**src/design/recorder_lcd_pkg.sv**
```systemverilog
package recorder_lcd_pkg;

    // transport code, status bits 15:12
    typedef enum logic [3:0] {
        rec_none   = 4'd0,
        rec_play   = 4'd1,
        rec_pause  = 4'd2,
        rec_stop   = 4'd3,
        rec_record = 4'd4
    } rec_code_t;

    typedef enum logic [1:0] {
        rec_normal = 2'd0,
        rec_slow   = 2'd1,
        rec_fast   = 2'd2
    } rec_mode_t;

    typedef struct packed {
        rec_code_t  code;      // 15:12
        rec_mode_t  mode;      // 11:10
        logic [3:0] speed;     // 9:6
        logic       interp;    // 5
        logic [4:0] reserved;
    } status_t;

    typedef logic [7:0] lcd_char_t;
    typedef logic [7:0] lcd_addr_t;

    localparam int        LINE_LEN   = 16;     // columns on line 1
    localparam int        LINE2_LEN  = 4;      // columns written on line 2
    localparam lcd_addr_t LINE2_BASE = 8'h40;
    localparam int        TIME_COL   = 12;     // m:ss starts here

    localparam lcd_char_t CHAR_ZERO  = 8'h30;
    localparam lcd_char_t CHAR_SPACE = 8'h20;
    localparam lcd_char_t CHAR_COLON = 8'h3a;
    localparam lcd_char_t CHAR_SLASH = 8'h2f;
    localparam lcd_char_t CHAR_STAR  = 8'h2a;
    localparam lcd_char_t CHAR_AT    = 8'h40;

endpackage

```
**src/design/elapsed_time_if.sv**
```systemverilog
`timescale 1ns/10ps

interface elapsed_time_if;

    logic       tick;      // one cycle per second
    logic [3:0] min;       // single digit, wraps at 10
    logic [2:0] sec_ten;
    logic [3:0] sec_one;

    modport timer (
        output tick, min, sec_ten, sec_one
    );

    modport view (
        input tick, min, sec_ten, sec_one
    );

endinterface

```
**src/design/elapsed_timer.sv**
```systemverilog
`timescale 1ns/10ps

module elapsed_timer
    import recorder_lcd_pkg::*;
#(
    parameter int TICKS_PER_SEC = 50_000_000
) (
    input  logic          i_clk,
    input  logic          i_rst,
    input  rec_code_t     i_code,
    elapsed_time_if.timer o_time
);

    localparam int               CNT_W    = (TICKS_PER_SEC > 1) ? $clog2(TICKS_PER_SEC) : 1;
    localparam logic [CNT_W-1:0] CNT_LAST = CNT_W'(TICKS_PER_SEC - 1);

    rec_code_t        prev_code;
    logic [CNT_W-1:0] cnt;
    logic             code_chg;
    logic             sec_done;

    assign code_chg = (i_code != prev_code);
    assign sec_done = (cnt == CNT_LAST);

    always_ff @(posedge i_clk or posedge i_rst) begin
        if (i_rst) begin
            prev_code      <= rec_none;
            cnt            <= '0;
            o_time.tick    <= 1'b0;
            o_time.min     <= 4'd0;
            o_time.sec_ten <= 3'd0;
            o_time.sec_one <= 4'd0;
        end else begin
            prev_code   <= i_code;
            o_time.tick <= 1'b0;
            if (code_chg) begin
                // new transport code restarts the clock at 0:00
                cnt            <= '0;
                o_time.min     <= 4'd0;
                o_time.sec_ten <= 3'd0;
                o_time.sec_one <= 4'd0;
            end else if (sec_done) begin
                cnt         <= '0;
                o_time.tick <= 1'b1;
                if (o_time.sec_one == 4'd9) begin
                    o_time.sec_one <= 4'd0;
                    if (o_time.sec_ten == 3'd5) begin
                        o_time.sec_ten <= 3'd0;
                        if (o_time.min == 4'd9) begin
                            o_time.min <= 4'd0;       // wrap after 9:59
                        end else begin
                            o_time.min <= o_time.min + 4'd1;
                        end
                    end else begin
                        o_time.sec_ten <= o_time.sec_ten + 3'd1;
                    end
                end else begin
                    o_time.sec_one <= o_time.sec_one + 4'd1;
                end
            end else begin
                cnt <= cnt + 1'b1;
            end
        end
    end

endmodule

```
**src/design/screen_text_composer.sv**
```systemverilog
`timescale 1ns/10ps

module screen_text_composer
    import recorder_lcd_pkg::*;
(
    input  status_t       i_status,
    input  logic          i_line,
    input  logic [3:0]    i_col,
    elapsed_time_if.view  i_time,
    output lcd_char_t     o_char
);

    localparam int LBL_W = 8 * LINE_LEN;

    // labels padded with spaces to a full line, leftmost character in the top byte
    localparam logic [LBL_W-1:0] LBL_IDLE   = {"Idle...",   {9{CHAR_SPACE}}};
    localparam logic [LBL_W-1:0] LBL_PLAY   = {"Play",      {12{CHAR_SPACE}}};
    localparam logic [LBL_W-1:0] LBL_PAUSE  = {"Pause",     {11{CHAR_SPACE}}};
    localparam logic [LBL_W-1:0] LBL_STOP   = {"Stop",      {12{CHAR_SPACE}}};
    localparam logic [LBL_W-1:0] LBL_RECORD = {"Recording", {7{CHAR_SPACE}}};

    logic [LBL_W-1:0] label;
    logic             show_time;
    logic             in_time_field;
    logic [1:0]       time_idx;
    lcd_char_t        label_char;
    lcd_char_t        time_char;
    lcd_char_t        line1_char;
    lcd_char_t        line2_char;

    always_comb begin
        case (i_status.code)
            rec_play:   label = LBL_PLAY;
            rec_pause:  label = LBL_PAUSE;
            rec_stop:   label = LBL_STOP;
            rec_record: label = LBL_RECORD;
            default:    label = LBL_IDLE;     // none and unknown codes
        endcase
    end

    assign label_char = label[8 * (LINE_LEN - 1 - int'(i_col)) +: 8];

    assign show_time     = (i_status.code == rec_play) || (i_status.code == rec_record);
    assign in_time_field = (i_col >= 4'(TIME_COL));
    assign time_idx      = 2'(i_col - 4'(TIME_COL));

    // m:ss in columns 12..15
    always_comb begin
        case (time_idx)
            2'd0:    time_char = CHAR_ZERO + lcd_char_t'(i_time.min);
            2'd1:    time_char = CHAR_COLON;
            2'd2:    time_char = CHAR_ZERO + lcd_char_t'(i_time.sec_ten);
            default: time_char = CHAR_ZERO + lcd_char_t'(i_time.sec_one);
        endcase
    end

    assign line1_char = (show_time && in_time_field) ? time_char : label_char;

    // speed line, only columns 0..3 are ever addressed
    always_comb begin
        case (i_col)
            4'd0: begin
                if (i_status.mode == rec_slow) begin
                    line2_char = CHAR_SLASH;
                end else begin
                    line2_char = CHAR_STAR;
                end
            end
            4'd1: begin
                line2_char = CHAR_ZERO + lcd_char_t'(i_status.speed);  // past '9' above 9
            end
            4'd3: begin
                if (i_status.interp) begin
                    line2_char = CHAR_AT;
                end else begin
                    line2_char = CHAR_ZERO;
                end
            end
            default: begin
                line2_char = CHAR_SPACE;
            end
        endcase
    end

    assign o_char = i_line ? line2_char : line1_char;

endmodule

```
**src/design/lcd_write_sequencer.sv**
```systemverilog
`timescale 1ns/10ps

module lcd_write_sequencer
    import recorder_lcd_pkg::*;
(
    input  logic          i_clk,
    input  logic          i_rst,
    input  status_t       i_status,
    elapsed_time_if.view  i_time,
    input  logic          i_busy,
    input  lcd_char_t     i_char,
    output logic          o_line,
    output logic [3:0]    o_col,
    output lcd_addr_t     o_address,
    output lcd_char_t     o_character,
    output logic          o_start
);

    status_t   prev_status;
    logic      req;           // refresh pending
    logic      running;       // pass in progress
    logic      gap;           // write issued last cycle
    logic      status_chg;
    logic      refresh_tick;
    logic      can_write;
    logic      line1_end;
    logic      pass_end;
    lcd_addr_t cur_addr;

    assign status_chg   = (i_status != prev_status);
    assign refresh_tick = i_time.tick &&
                          ((i_status.code == rec_play) || (i_status.code == rec_record));
    assign can_write    = running && !i_busy && !gap && !status_chg;

    assign line1_end = !o_line && (o_col == 4'(LINE_LEN - 1));
    assign pass_end  = o_line && (o_col == 4'(LINE2_LEN - 1));

    assign cur_addr = o_line ? (LINE2_BASE + lcd_addr_t'(o_col)) : lcd_addr_t'(o_col);

    always_ff @(posedge i_clk or posedge i_rst) begin
        if (i_rst) begin
            prev_status <= '0;
            req         <= 1'b1;      // idle screen after reset
            running     <= 1'b0;
            gap         <= 1'b0;
            o_start     <= 1'b0;
            o_line      <= 1'b0;
            o_col       <= 4'd0;
        end else begin
            prev_status <= i_status;
            gap         <= can_write;
            o_start     <= can_write;
            if (status_chg) begin
                // abort, restart from line 1 column 0
                req     <= 1'b1;
                running <= 1'b0;
            end else if (req && !running) begin
                req     <= refresh_tick;
                running <= 1'b1;
                o_line  <= 1'b0;
                o_col   <= 4'd0;
            end else begin
                if (refresh_tick) begin
                    req <= 1'b1;
                end
                if (can_write) begin
                    if (pass_end) begin
                        running <= 1'b0;
                    end else if (line1_end) begin
                        o_line <= 1'b1;
                        o_col  <= 4'd0;
                    end else begin
                        o_col <= o_col + 4'd1;
                    end
                end
            end
        end
    end

    // payload follows the start strobe
    always_ff @(posedge i_clk) begin
        if (can_write) begin
            o_address   <= cur_addr;
            o_character <= i_char;
        end
    end

endmodule

```
**src/design/recorder_lcd_top.sv**
```systemverilog
`timescale 1ns/10ps

module recorder_lcd_top
    import recorder_lcd_pkg::*;
#(
    parameter int TICKS_PER_SEC = 50_000_000
) (
    input  logic        i_clk,
    input  logic        i_rst,
    input  logic [15:0] i_status,
    input  logic        i_busy,
    output logic [7:0]  o_address,
    output logic [7:0]  o_character,
    output logic        o_start
);

    status_t    status_q;
    logic       scr_line;
    logic [3:0] scr_col;
    lcd_char_t  scr_char;

    elapsed_time_if u_time_if ();

    always_ff @(posedge i_clk or posedge i_rst) begin
        if (i_rst) begin
            status_q <= '0;           // none code, idle screen
        end else begin
            status_q <= status_t'(i_status);
        end
    end

    elapsed_timer #(
        .TICKS_PER_SEC (TICKS_PER_SEC)
    ) u_elapsed_timer (
        .i_clk  (i_clk),
        .i_rst  (i_rst),
        .i_code (status_q.code),
        .o_time (u_time_if)
    );

    screen_text_composer u_screen_text_composer (
        .i_status (status_q),
        .i_line   (scr_line),
        .i_col    (scr_col),
        .i_time   (u_time_if),
        .o_char   (scr_char)
    );

    lcd_write_sequencer u_lcd_write_sequencer (
        .i_clk       (i_clk),
        .i_rst       (i_rst),
        .i_status    (status_q),
        .i_time      (u_time_if),
        .i_busy      (i_busy),
        .i_char      (scr_char),
        .o_line      (scr_line),
        .o_col       (scr_col),
        .o_address   (o_address),
        .o_character (o_character),
        .o_start     (o_start)
    );

endmodule

```
**config.mk**
```make
export PLATFORM = sky130hd
export DESIGN_NAME = recorder_lcd_top
export DESIGN_NICKNAME = d
export VERILOG_FILES = /design/src/design/recorder_lcd_pkg.sv /design/src/design/elapsed_time_if.sv /design/src/design/elapsed_timer.sv /design/src/design/screen_text_composer.sv /design/src/design/lcd_write_sequencer.sv /design/src/design/recorder_lcd_top.sv
export SDC_FILE = /design/constraint.sdc
export NUM_CORES = 1
export LEC_CHECK = 0
export BUFFER_PORTS_ARGS = -buffer_cell sky130_fd_sc_hd__buf_2
export CORE_MARGIN = 3
export CORE_UTILIZATION = 45
export DETAILED_ROUTE_END_ITERATION = 8
export GPL_ROUTABILITY_DRIVEN = 0
export MAX_ROUTING_LAYER = met4
export RECOVER_POWER = 50
export SLEW_MARGIN = 20
export SYNTH_ARGS = -nofsm -noshare
export SYNTH_HDL_FRONTEND = slang
export SYNTH_SLANG_ARGS = --single-unit
```
**constraint.sdc**
```tcl
create_clock -name i_clk -period 4.72 [get_ports i_clk]
set_input_delay 0.472 -clock i_clk [delete_from_list [all_inputs] [get_ports i_clk]]
set_output_delay 0.472 -clock i_clk [all_outputs]
set_load 0.03 [all_outputs]
```
==> out/results.ini, run 1 <==
[setup_path]
timing.rr.start = status_q[12]
crit_slowest_cell = dfrtp_1
required_ns = 4.69
crit_type = register to register
end_kind = register
slowest_delay_ns = 0.81
worstPathMaxFanout = 25
arrival_ns = 3.12
startpoint = status_q[12]
critPathLaunchType = register
crit_chain = xnor2_1 -> nand4_1 -> buf_4 -> or4_1 -> nor2b_1

[logic_synthesis]
synthAdderAreaFrac_pct = 3.16
synth_cells = 468
synth.distinct_cells = 61
yosys.area.top_type = dfrtp_1
synth_flop_cell = dfrtp_1
synth_compound_area_share_pct = 11.9
synth-xor-area-share_pct = 7.87
synth_top_area_share_pct = 41.2
yosysSeqAreaShare_pct = 49.5
synthArstFlopShare_pct = 86.7
syn_avg_cell_area_um2 = 9.98
syn_area_um2 = 4670
synth.mux.area_fraction_pct = 2.36
ys.warnings.count = 0
synth_top_family_by_area = simple AND/OR/NAND/NOR gates
synth_edf_count = 12
synthTopCellsByArea = dfrtp_1 (41%), edfxtp_1 (7.7%), xnor2_1 (4.3%)
synth-simple-area-share_pct = 20.8
ys_seq_elements = 90

[sta]
fin_crit_sh_pct = 66.7
worst_slew_pin_slew_ns = 2.18
final.setup_skew_ns = 0.00635
hold_viol = 0
rsz0062_at_grt = no
period_minus_slack_ns = 3.15
setup_viol = 0
setup_ws_ns = 1.57
slew_viol_final = 54
slew_headroom_pct = -46.2
tns_ns = 0
fmax_mhz = 318

[clock_network]
cts_tree = yes
post_cts_resized = 0
htreeDepth = 3
ctsHoldBuffers = 0
numClockSinks = 90
post_cts_buffers = 0
clock_path_buffers = 2
cts_buffers = 9
clk_latency_ns = 0.35
cts-root-buf = clkbuf_8
cts.clk_slew.worst_paths_ns = 0.08

[routing]
avgRoutedWirePerCell_um = 15.3
postRouteAntennaNets = 0
drt-total-wl_mm = 9.42
initialDrtViolationCount = 300
drc = 0
dr.pass1.iters = 4
num_vias = 3362
vias_per_cell = 5.45

[global_routing]
grt.total_usage_pct = 18.1
first_global_vias = 3253
grt_max_degree = 54
grt_pass1_wl_mm = 16.3
antenna_found_initial = 0
grt-ovfl-total = 0

[final_layout]
nets = 509
fin_cells = 617
regArea_um2 = 2310
fin_area_um2 = 5060
fillers = 953
drive_gt1_share_pct = 12.0
areaGrowthSynthToFinish_pct = 8.30
diodes = 0
multi_input_area_um2 = 2170

[hold_path]
hp-class = input pin to register
holdCritStartpoint = i_status[10]

[floorplanning]
die_y_um = 108
fp.dieArea_um2 = 11600
start_util_pct = 46.9
fp.dieW_um = 108
rows = 36
core_area_um2 = 9950
pin_count = 36

[placed_design]
dp_hpwl_mm = 6.59
post-place-cells = 601
place_area_um2 = 4860
place_ws_ns = 1.52
port_buffers = 31

[outcome]
violations = max-capacitance violations, max-slew violations
run_status = complete, but fails checks

[flow_run]
max_cap_violations = 1

[power_and_ir_drop]
ir_worst_vdd_mv = 0.175
power_density_nw_per_um2 = 274
p_leak_nw = 2.12
finalPower_mw = 1.38

## flip-flops by register name, summed over array words and instances, names as in the netlist, 3 cells and up
signal	flops
status_q	16
u_elapsed_timer.cnt	26
u_elapsed_timer.o_time.min	4
u_elapsed_timer.o_time.sec_one	4
u_elapsed_timer.o_time.sec_ten	3
u_elapsed_timer.prev_code	4
u_lcd_write_sequencer.o_address	5
u_lcd_write_sequencer.o_character	7
u_lcd_write_sequencer.o_col	4
u_lcd_write_sequencer.prev_status	12
## logic make-up (layout without fill, tap and decap cells)
kind of cell | after synthesis | count (layout)
buffers and inverters | 49 | 62
AOI/OAI and AO/OA | 85 | 85
DFF | 90 | 90
adders and majority gates | 12 | 12
other | 1 | 4
xor gates and xnor gates | 42 | 42
and+or+nand+nor | 178 | 178
muxes | 11 | 11
## placed cells by master, fill, tap and decap left out, types with 5 or more instances in the layout
master	n
clkbuf_8	10
nand2_1	28
o21ai_0	23
or3_1	6
xor2_1	19
and4_1	6
a21oi_1	19
nor3_1	5
nand3_1	16
nor3b_1	7
edfxtp_1	12
buf_2	31
inv_1	12
and2_1	5
nand4_1	14
nor2b_1	10
nor2_1	52
ha_1	11
mux2i_1	11
and3_1	5
xnor2_1	23
dfrtp_1	77
## power by group
part	switching [mW]	internal, mW	total (mW)
combinational	0.0394	0.0267	0.0661
clock	0.264	0.238	0.502
sequential	0.0185	0.798	0.816
## worst paths after layout
kind,cells after the start,slack [ns],endpoint
worst min-delay path,1,0.22,status_q[10]
worst max-delay path,5,1.57,u_lcd_write_sequencer.o_character[6]
worst max register to register,5,1.57,u_lcd_write_sequencer.o_character[6]
max in group asynchronous,3,2.02,u_lcd_write_sequencer.o_col[0]
worst min register to register,0,0.40,u_lcd_write_sequencer.prev_status[0]
min in group asynchronous,2,0.70,status_q[2]
## per-layer routing
layer  routed length, um  part of all wire [%]  global-route usage, %
met1                4780                    51                   26.7
met2                4010                    43                   25.4
met3                 527                   5.6                   3.06
met4                  96                   1.0                   5.95
met5                   0                     0                      -
## worst max-delay path: cells and delay by family (launching register included)
kind          cells  cell delay [ns]
simple gates      3             1.58
flops             1             0.81
xor+xnor          1             0.19
buf+inv           1             0.19
## cell type report
type / count / share of cell area [%]
inverters: 13 / 0.989
well taps: 133 / 3.29
clock inverters: 5 / 0.692
flip-flops and latches: 90 / 45.7
clock buffers: 11 / 3.21
multi-input cells: 332 / 42.8
repair buffers: 33 / 3.29
## stage by stage
stage          util, %  hold slack [ns]
3_5_place_dp      48.9            0.389
5_1_grt           50.8            0.202
4_1_cts           50.9            0.202
6_report          50.8            0.224
2_1_floorplan        -            0.349
3_3_place_gp      48.9            0.384
## cells in the mapped netlist (2+ instances only)
cell type,count
a21boi_0,2
o32ai_1,2
clkbuf_1,26
edfxtp_1,12
and3b_1,3
a31oi_1,3
o41ai_1,3
buf_4,4
and4_1,6
nand2b_1,3
or3_1,6
nor2b_1,10
a21oi_1,19
o221ai_1,2
nor3_1,5
or4_1,4
buf_2,4
nor2_1,52
and3_1,5
o31a_1,2
nor3b_1,7
o21bai_1,2
nor4_1,2
xor2_1,19
a221oi_1,2
o21ai_0,23
a211oi_1,4
ha_1,11
and2_1,5
o311ai_0,3
and4bb_2,2
inv_1,13
a21o_1,2
dfrtp_1,77
nand4_1,14
xnor2_1,23
a22oi_1,4
nand3b_1,3
buf_1,2
nand3_1,16
mux2i_1,11
nand2_1,28
o211ai_1,3
o21a_1,2
Note: power is estimated with default switching activity, not from simulation.
==> inputs of run 2 (changes only) <==
--- a/config.mk
+++ b/config.mk
@@ -5,6 +5,7 @@
 export SDC_FILE = /design/constraint.sdc
 export NUM_CORES = 1
 export LEC_CHECK = 0
+export ABC_AREA = 1
 export BUFFER_PORTS_ARGS = -buffer_cell sky130_fd_sc_hd__buf_2
 export CORE_MARGIN = 3
 export CORE_UTILIZATION = 45
==> constraint.sdc (replaced) <==
create_clock -name i_clk -period 2.7 [get_ports i_clk]
set_input_delay 0.27 -clock i_clk [delete_from_list [all_inputs] [get_ports i_clk]]
set_output_delay 0.27 -clock i_clk [all_outputs]
set_load 0.03 [all_outputs]
==> out/results.ini, run 2 <==
[outcome]
run_status = complete, no violations  ; was complete, but fails checks

[final_layout]
regArea_um2 = 2310  ; unchanged
largest_reg_flops = 26  ; unchanged
fin_util_pct = 52.3  ; was 50.8%
fin_cells = 752  ; was 617
final_common_cell = nand2_1  ; was dfrtp_1
regMostFlops = u_elapsed_timer.cnt  ; unchanged
drive_gt1_share_pct = 13.3  ; was 12.0%
diodes = 0  ; unchanged
fin_area_um2 = 5400  ; was 5060 um^2
multi_input_area_um2 = 2140  ; was 2170 um^2
reg.largest.list = u_elapsed_timer.cnt x26, status_q x16, u_lcd_write_sequencer.prev_status x12  ; unchanged
areaGrowthSynthToFinish_pct = 12.8  ; was 8.30%
most-common-layout-cells = nand2_1 (127), dfrtp_1 (77), nor2_1 (57)  ; was dfrtp_1 (77), nor2_1 (52), buf_2 (31)
fillers = 980  ; was 953
nets = 641  ; was 509

[clock_network]
numClockSinks = 90  ; unchanged
htreeDepth = 3  ; unchanged
cts-root-buf = clkbuf_8  ; unchanged
cts.clk_slew.worst_paths_ns = 0.10  ; was 0.08 ns
cts_buffers = 9  ; unchanged
post_cts_buffers = 0  ; unchanged
post_cts_resized = 0  ; unchanged
cts_tree = yes  ; unchanged
clock_path_buffers = 2  ; unchanged
clk_latency_ns = 0.36  ; was 0.35 ns

[routing]
vias_per_cell = 5.18  ; was 5.45
drc = 0  ; unchanged
initialDrtViolationCount = 247  ; was 300
postRouteAntennaNets = 0  ; unchanged
dr.pass1.iters = 4  ; unchanged
num_vias = 3892  ; was 3362
drt-total-wl_mm = 10.5  ; was 9.42 mm
avgRoutedWirePerCell_um = 14.0  ; was 15.3 um

[logic_synthesis]
synth.distinct_cells = 47  ; was 61
synth_edf_count = 12  ; unchanged
ys_top_cells_by_count = nand2_1 (127), dfrtp_1 (77), nor2_1 (57)  ; was dfrtp_1 (77), nor2_1 (52), nand2_1 (28)
synth_flop_cell = dfrtp_1  ; unchanged
yosysSeqAreaShare_pct = 48.4  ; was 49.5%
synthArstFlopShare_pct = 86.7  ; unchanged
syn_avg_cell_area_um2 = 8.56  ; was 9.98 um^2
syn_area_um2 = 4780  ; was 4670 um^2
yosys.area.top_type = dfrtp_1  ; unchanged
synth_top_area_share_pct = 40.3  ; was 41.2%
synthTopCellsByArea = dfrtp_1 (40%), nand2_1 (10%), edfxtp_1 (7.5%)  ; was dfrtp_1 (41%), edfxtp_1 (7.7%), xnor2_1 (4.3%)
synth_cells = 559  ; was 468
ys_seq_elements = 90  ; unchanged
synth_most_common_cell = nand2_1  ; was dfrtp_1
ys.warnings.count = 0  ; unchanged

[floorplanning]
start_util_pct = 46.3  ; was 46.9%
core_area_um2 = 10300  ; was 9950 um^2
rows = 37  ; was 36
fp.dieW_um = 109  ; was 108 um
die_y_um = 109  ; was 108 um
pin_count = 36  ; unchanged
fp.dieArea_um2 = 11900  ; was 11600 um^2

[setup_path]
startpoint = u_lcd_write_sequencer.o_col[0]  ; was status_q[12]
crit_type = register to register  ; unchanged
rr_endpoint = u_lcd_write_sequencer.o_col[0]  ; was u_lcd_write_sequencer.o_character[6]
end_kind = register  ; unchanged
arrival_ns = 2.40  ; was 3.12 ns
required_ns = 2.96  ; was 4.69 ns
timing.rr.start = u_lcd_write_sequencer.o_col[0]  ; was status_q[12]
regToRegSetupSlack_ns = 0.56  ; was 1.57 ns
critPathLaunchType = register  ; unchanged
worstPathMaxFanout = 14  ; was 25
reg2reg_depth = 9  ; was 5

[sta]
rsz0062_at_grt = no  ; unchanged
hold_viol = 0  ; unchanged
period_minus_slack_ns = 2.14  ; was 3.15 ns
tns_ns = 0  ; unchanged
slew_viol_final = 0  ; was 54
worst_slew_pin_slew_ns = 1.10  ; was 2.18 ns
fmax_mhz = 467  ; was 318 MHz
final.setup_skew_ns = 0.0102  ; was 0.00635 ns
slew_headroom_pct = 26.3  ; was -46.2%
fin_crit_sh_pct = 79.3  ; was 66.7%
setup_ws_ns = 0.560  ; was 1.57 ns
setup_viol = 0  ; unchanged

[hold_path]
holdCritStartpoint = i_status[8]  ; was i_status[10]
timing.hold.worst_path_depth = 1  ; unchanged
hp-class = input pin to register  ; unchanged
whs_endpoint = status_q[8]  ; was status_q[10]

[global_routing]
grt.total_usage_pct = 19.9  ; was 18.1%
grt_pass1_wl_mm = 18.0  ; was 16.3 mm
grt-ovfl-total = 0  ; unchanged
antenna_found_initial = 0  ; unchanged
grt_max_degree = 29  ; was 54
first_global_vias = 3796  ; was 3253

[power_and_ir_drop]
ir_worst_vdd_mv = 0.237  ; was 0.175 mV
p_leak_nw = 2.26  ; was 2.12 nW
power_density_nw_per_um2 = 474  ; was 274 nW/um^2

[placed_design]
post-place-cells = 720  ; was 601
dp_hpwl_mm = 7.71  ; was 6.59 mm
port_buffers = 31  ; unchanged
place_area_um2 = 5060  ; was 4860 um^2
place_ws_ns = 0.701  ; was 1.52 ns

[flow_run]
max_cap_violations = 0  ; was 1

==> run 2: cell types whose count changed after synthesis, moves of 10 or more <==
cell      previous run  this run
nand2_1             28       127
inv_1               13        55
clkbuf_1            26         1
nand3_1             16        36
xnor2_1             23         8
mux2i_1             11         0
nor3_1               5        16
nor2b_1             10         0
==> run 2: worst max-delay path by stage <==
| stage | end | slack, ns | depth (start not counted) |
|---|---|---|---|
| after global routing | u_lcd_write_sequencer.o_col[0] | 0.37 | 9 |
| after floorplan | status_q[0] | 0.44 | 1 |
| after global placement | u_lcd_write_sequencer.o_character[2] | 0.75 | 9 |
| final | u_lcd_write_sequencer.o_col[0] | 0.56 | 9 |
| after CTS | u_lcd_write_sequencer.o_address[1] | 0.67 | 9 |
| after detailed placement | u_lcd_write_sequencer.o_character[2] | 0.70 | 9 |
==> run 2: critical path, cell delays in order (launching register included) <==
cell      delay [ns]
dfrtp_1         0.36
clkbuf_1        0.55
ha_1            0.33
nand2_1         0.08
nor2_1          0.21
o21ai_0         0.17
nand2_2         0.14
nand2_1         0.06
o21ai_1         0.09
inv_1           0.05
==> run 2: cells by family (layout without fill, tap and decap cells) <==
logic type	count (synthesis)	after routing	synth area share [%]
buffers and inverters	76	130	7.14
AND/OR/NAND/NOR	290	290	28.8
AO/OA/AOI/OAI	70	70	8.79
other	1	4	0.0784
XOR/XNOR	21	21	4.00
flip-flops	90	90	48.4
adder cells (fa/ha/maj)	11	11	2.88
==> run 2: power by group <==
group	leakage [nW]	internal, mW	total, mW	switching, mW
Sequential	1.11	1.40	1.42	0.0241
Clock	0.102	0.444	0.962	0.518
Combinational	1.05	0.0649	0.173	0.108
Total	2.26	1.91	2.56	0.650
==> run 2: final cells by class <==
class | instances | share of cell area (%)
clock buffers | 9 | 2.29
flip-flops and latches | 90 | 42.9
well taps | 136 | 3.15
clock inverters | 7 | 1.55
inverters | 60 | 4.20
repair buffers | 54 | 6.28
multi-input cells | 396 | 39.7
==> run 2: layer usage <==
| metal | vias up | wire [um] | part of all wire (%) | track usage [%] |
|---|---|---|---|---|
| met5 | - | 0 | 0 | - |
| met4 | 0 | 217 | 2.1 | 8.66 |
| met3 | 20 | 441 | 4.2 | 3.37 |
| met2 | 101 | 5010 | 48 | 30.9 |
| met1 | 1847 | 4830 | 46 | 25.8 |
| li1 | 1924 | - | - | - |
==> run 2: what timing repair did <==
action / in CTS / in global routing
hold buffers: 16 / 0
hold endpoints to repair: 39 / 0
endpoints found under the setup margin: 0 / 0
==> run 2: metrics by stage <==
stage,power [mW],hold slack (ns)
6_report,2.56,0.0296
5_1_grt,2.68,0.0104
4_1_cts,2.60,0.00789
3_5_place_dp,1.61,0.292
3_3_place_gp,1.61,0.284
2_1_floorplan,1.57,0.301
==> inputs of run 3 (changes only) <==
==> constraint.sdc (replaced) <==
create_clock -name i_clk -period 2.1 [get_ports i_clk]
set_input_delay 0.21 -clock i_clk [delete_from_list [all_inputs] [get_ports i_clk]]
set_output_delay 0.21 -clock i_clk [all_outputs]
set_load 0.03 [all_outputs]
==> out/results.ini, run 3 (synthesized netlist as in run 2, its figures left out) <==
[clock_network]
post_cts_buffers = 0  ; unchanged
numClockSinks = 90  ; unchanged
cts-root-buf = clkbuf_8  ; unchanged
clk_latency_ns = 0.36  ; about the same
clock_path_buffers = 2  ; unchanged
cts_buffers = 9  ; unchanged
htreeDepth = 3  ; unchanged
cts_tree = yes  ; unchanged
cts.clk_slew.worst_paths_ns = 0.08  ; was 0.10 ns

[setup_path]
reg2reg_depth = 8  ; was 9
regToRegSetupSlack_ns = 0.15  ; was 0.56 ns
worstPathMaxFanout = 7  ; was 14
crit_type = register to register  ; unchanged
timing.rr.start = u_lcd_write_sequencer.o_col[0]  ; unchanged
critPathLaunchType = register  ; unchanged
end_kind = register  ; unchanged
rr_endpoint = u_lcd_write_sequencer.o_character[2]  ; was u_lcd_write_sequencer.o_col[0]
required_ns = 2.20  ; was 2.96 ns
arrival_ns = 2.05  ; was 2.40 ns

[final_layout]
final_common_cell = nand2_1  ; unchanged
areaGrowthSynthToFinish_pct = 15.4  ; was 12.8%
most-common-layout-cells = nand2_1 (127), dfrtp_1 (77), nor2_1 (56)  ; was nand2_1 (127), dfrtp_1 (77), nor2_1 (57)
largest_reg_flops = 26  ; unchanged
multi_input_area_um2 = 2140  ; about the same
nets = 647  ; was 641
drive_gt1_share_pct = 15.9  ; was 13.3%
regArea_um2 = 2310  ; unchanged
fillers = 967  ; was 980
regMostFlops = u_elapsed_timer.cnt  ; unchanged
reg.largest.list = u_elapsed_timer.cnt x26, status_q x16, u_lcd_write_sequencer.prev_status x12  ; unchanged
fin_area_um2 = 5520  ; was 5400 um^2
diodes = 0  ; unchanged

[sta]
setup_viol = 0  ; unchanged
slew_viol_final = 0  ; unchanged
slew_headroom_pct = 40.6  ; was 26.3%
fin_crit_sh_pct = 93.0  ; was 79.3%
worst_slew_pin_slew_ns = 0.886  ; was 1.10 ns
period_minus_slack_ns = 1.95  ; was 2.14 ns
rsz0062_at_grt = no  ; unchanged
setup_ws_ns = 0.148  ; was 0.560 ns
final.setup_skew_ns = 0.00945  ; was 0.0102 ns
tns_ns = 0  ; unchanged
hold_ws_ns = 0.301  ; was 0.0296 ns
fmax_mhz = 512  ; was 467 MHz
hold_viol = 0  ; unchanged

[global_routing]
grt_max_degree = 38  ; was 29
antenna_found_initial = 0  ; unchanged
grt-ovfl-total = 0  ; unchanged
grt_pass1_wl_mm = 17.7  ; was 18.0 mm
first_global_vias = 3778  ; was 3796
grt.total_usage_pct = 19.6  ; was 19.9%

[floorplanning]
fp.dieArea_um2 = 11900  ; unchanged
rows = 37  ; unchanged
core_area_um2 = 10300  ; unchanged
pin_count = 36  ; unchanged
fp.dieW_um = 109  ; unchanged
start_util_pct = 46.3  ; unchanged
die_y_um = 109  ; unchanged

[placed_design]
place_area_um2 = 5110  ; was 5060 um^2
dp_hpwl_mm = 7.60  ; was 7.71 mm
place_ws_ns = 0.163  ; was 0.701 ns
port_buffers = 31  ; unchanged

[power_and_ir_drop]
p_leak_nw = 2.35  ; was 2.26 nW
finalPower_mw = 3.46  ; was 2.56 mW
ir_worst_vdd_mv = 0.372  ; was 0.237 mV
power_density_nw_per_um2 = 626  ; was 474 nW/um^2

[routing]
dr.pass1.iters = 4  ; unchanged
vias_per_cell = 5.08  ; was 5.18
drc = 0  ; unchanged
postRouteAntennaNets = 0  ; unchanged
num_vias = 3851  ; was 3892
avgRoutedWirePerCell_um = 13.6  ; was 14.0 um
drt-total-wl_mm = 10.3  ; was 10.5 mm
initialDrtViolationCount = 167  ; was 247

[hold_path]
holdCritStartpoint = i_busy  ; was i_status[8]
whs_endpoint = u_lcd_write_sequencer.o_line  ; was status_q[8]
timing.hold.worst_path_depth = 5  ; was 1
hp-class = input pin to register  ; unchanged

[flow_run]
max_cap_violations = 0  ; unchanged

[outcome]
run_status = complete, no violations  ; unchanged

==> run 3: cell count changes in the layout (fill, tap and decap cells not counted), moves of 2 or more <==
cell,delta
buf_2,+9
buf_4,+7
clkbuf_1,-11
inv_6,-2
clkbuf_8,+4
==> run 3: worst max-delay path by stage <==
stage	start	endpoint	slack, ns	cells after the start
finish	u_lcd_write_sequencer.o_col[0]	u_lcd_write_sequencer.o_character[2]	0.15	8
global route	status_q[12]	u_lcd_write_sequencer.o_character[0]	0.005	12
CTS	u_lcd_write_sequencer.o_col[0]	u_lcd_write_sequencer.o_character[2]	0.15	8
detailed placement	u_lcd_write_sequencer.o_col[0]	u_lcd_write_sequencer.o_character[2]	0.16	8
global placement	u_lcd_write_sequencer.o_col[0]	u_lcd_write_sequencer.o_character[2]	0.21	8
floorplan	status_q[13]	u_lcd_write_sequencer.o_address[0]	0.16	8
==> run 3: metal layers <==
metal  track usage (%)  part of all wire (%)
met1              24.4                    44
met3              3.61                   4.9
met5                 -                     0
met4              6.31                   1.1
met2              32.3                    50
==> run 3: worst max-delay path, cell delays in order (launching register included) <==
cell and delay, ns:
dfrtp_1 0.53, clkinv_1 0.21, ha_1 0.30, a221oi_1 0.29, o21ai_0 0.13, nand2_1 0.09
inv_1 0.04, nand2_1 0.05, nand2_1 0.07
==> run 3: layout make-up <==
cell class	instances	area share, %
Sequential cell	90	41.9
Multi-Input combinational cell	396	38.8
Timing Repair Buffer	60	7.61
Inverter	60	4.10
Clock buffer	13	3.24
Tap cell	136	3.08
Clock inverter	3	1.25
==> run 3: metrics by stage <==
stage | instances | utilization, %
2_1_floorplan | 562 | -
3_3_place_gp | 725 | 49.5
3_5_place_dp | 725 | 49.5
4_1_cts | 758 | 53.6
5_1_grt | 758 | 53.5
6_report | 758 | 53.5
==> run 3: power by group <==
part / total (mW) / switching, mW / leakage (nW) / internal [mW]
combinational: 0.228 / 0.139 / 1.11 / 0.0893
sequential: 1.83 / 0.0303 / 1.11 / 1.80
clock: 1.40 / 0.595 / 0.126 / 0.803
==> run 3: what timing repair did <==
item,4_1_cts,5_1_grt
endpoints found under the hold margin,33,0
hold buffers,17,0
resized for setup,0,0
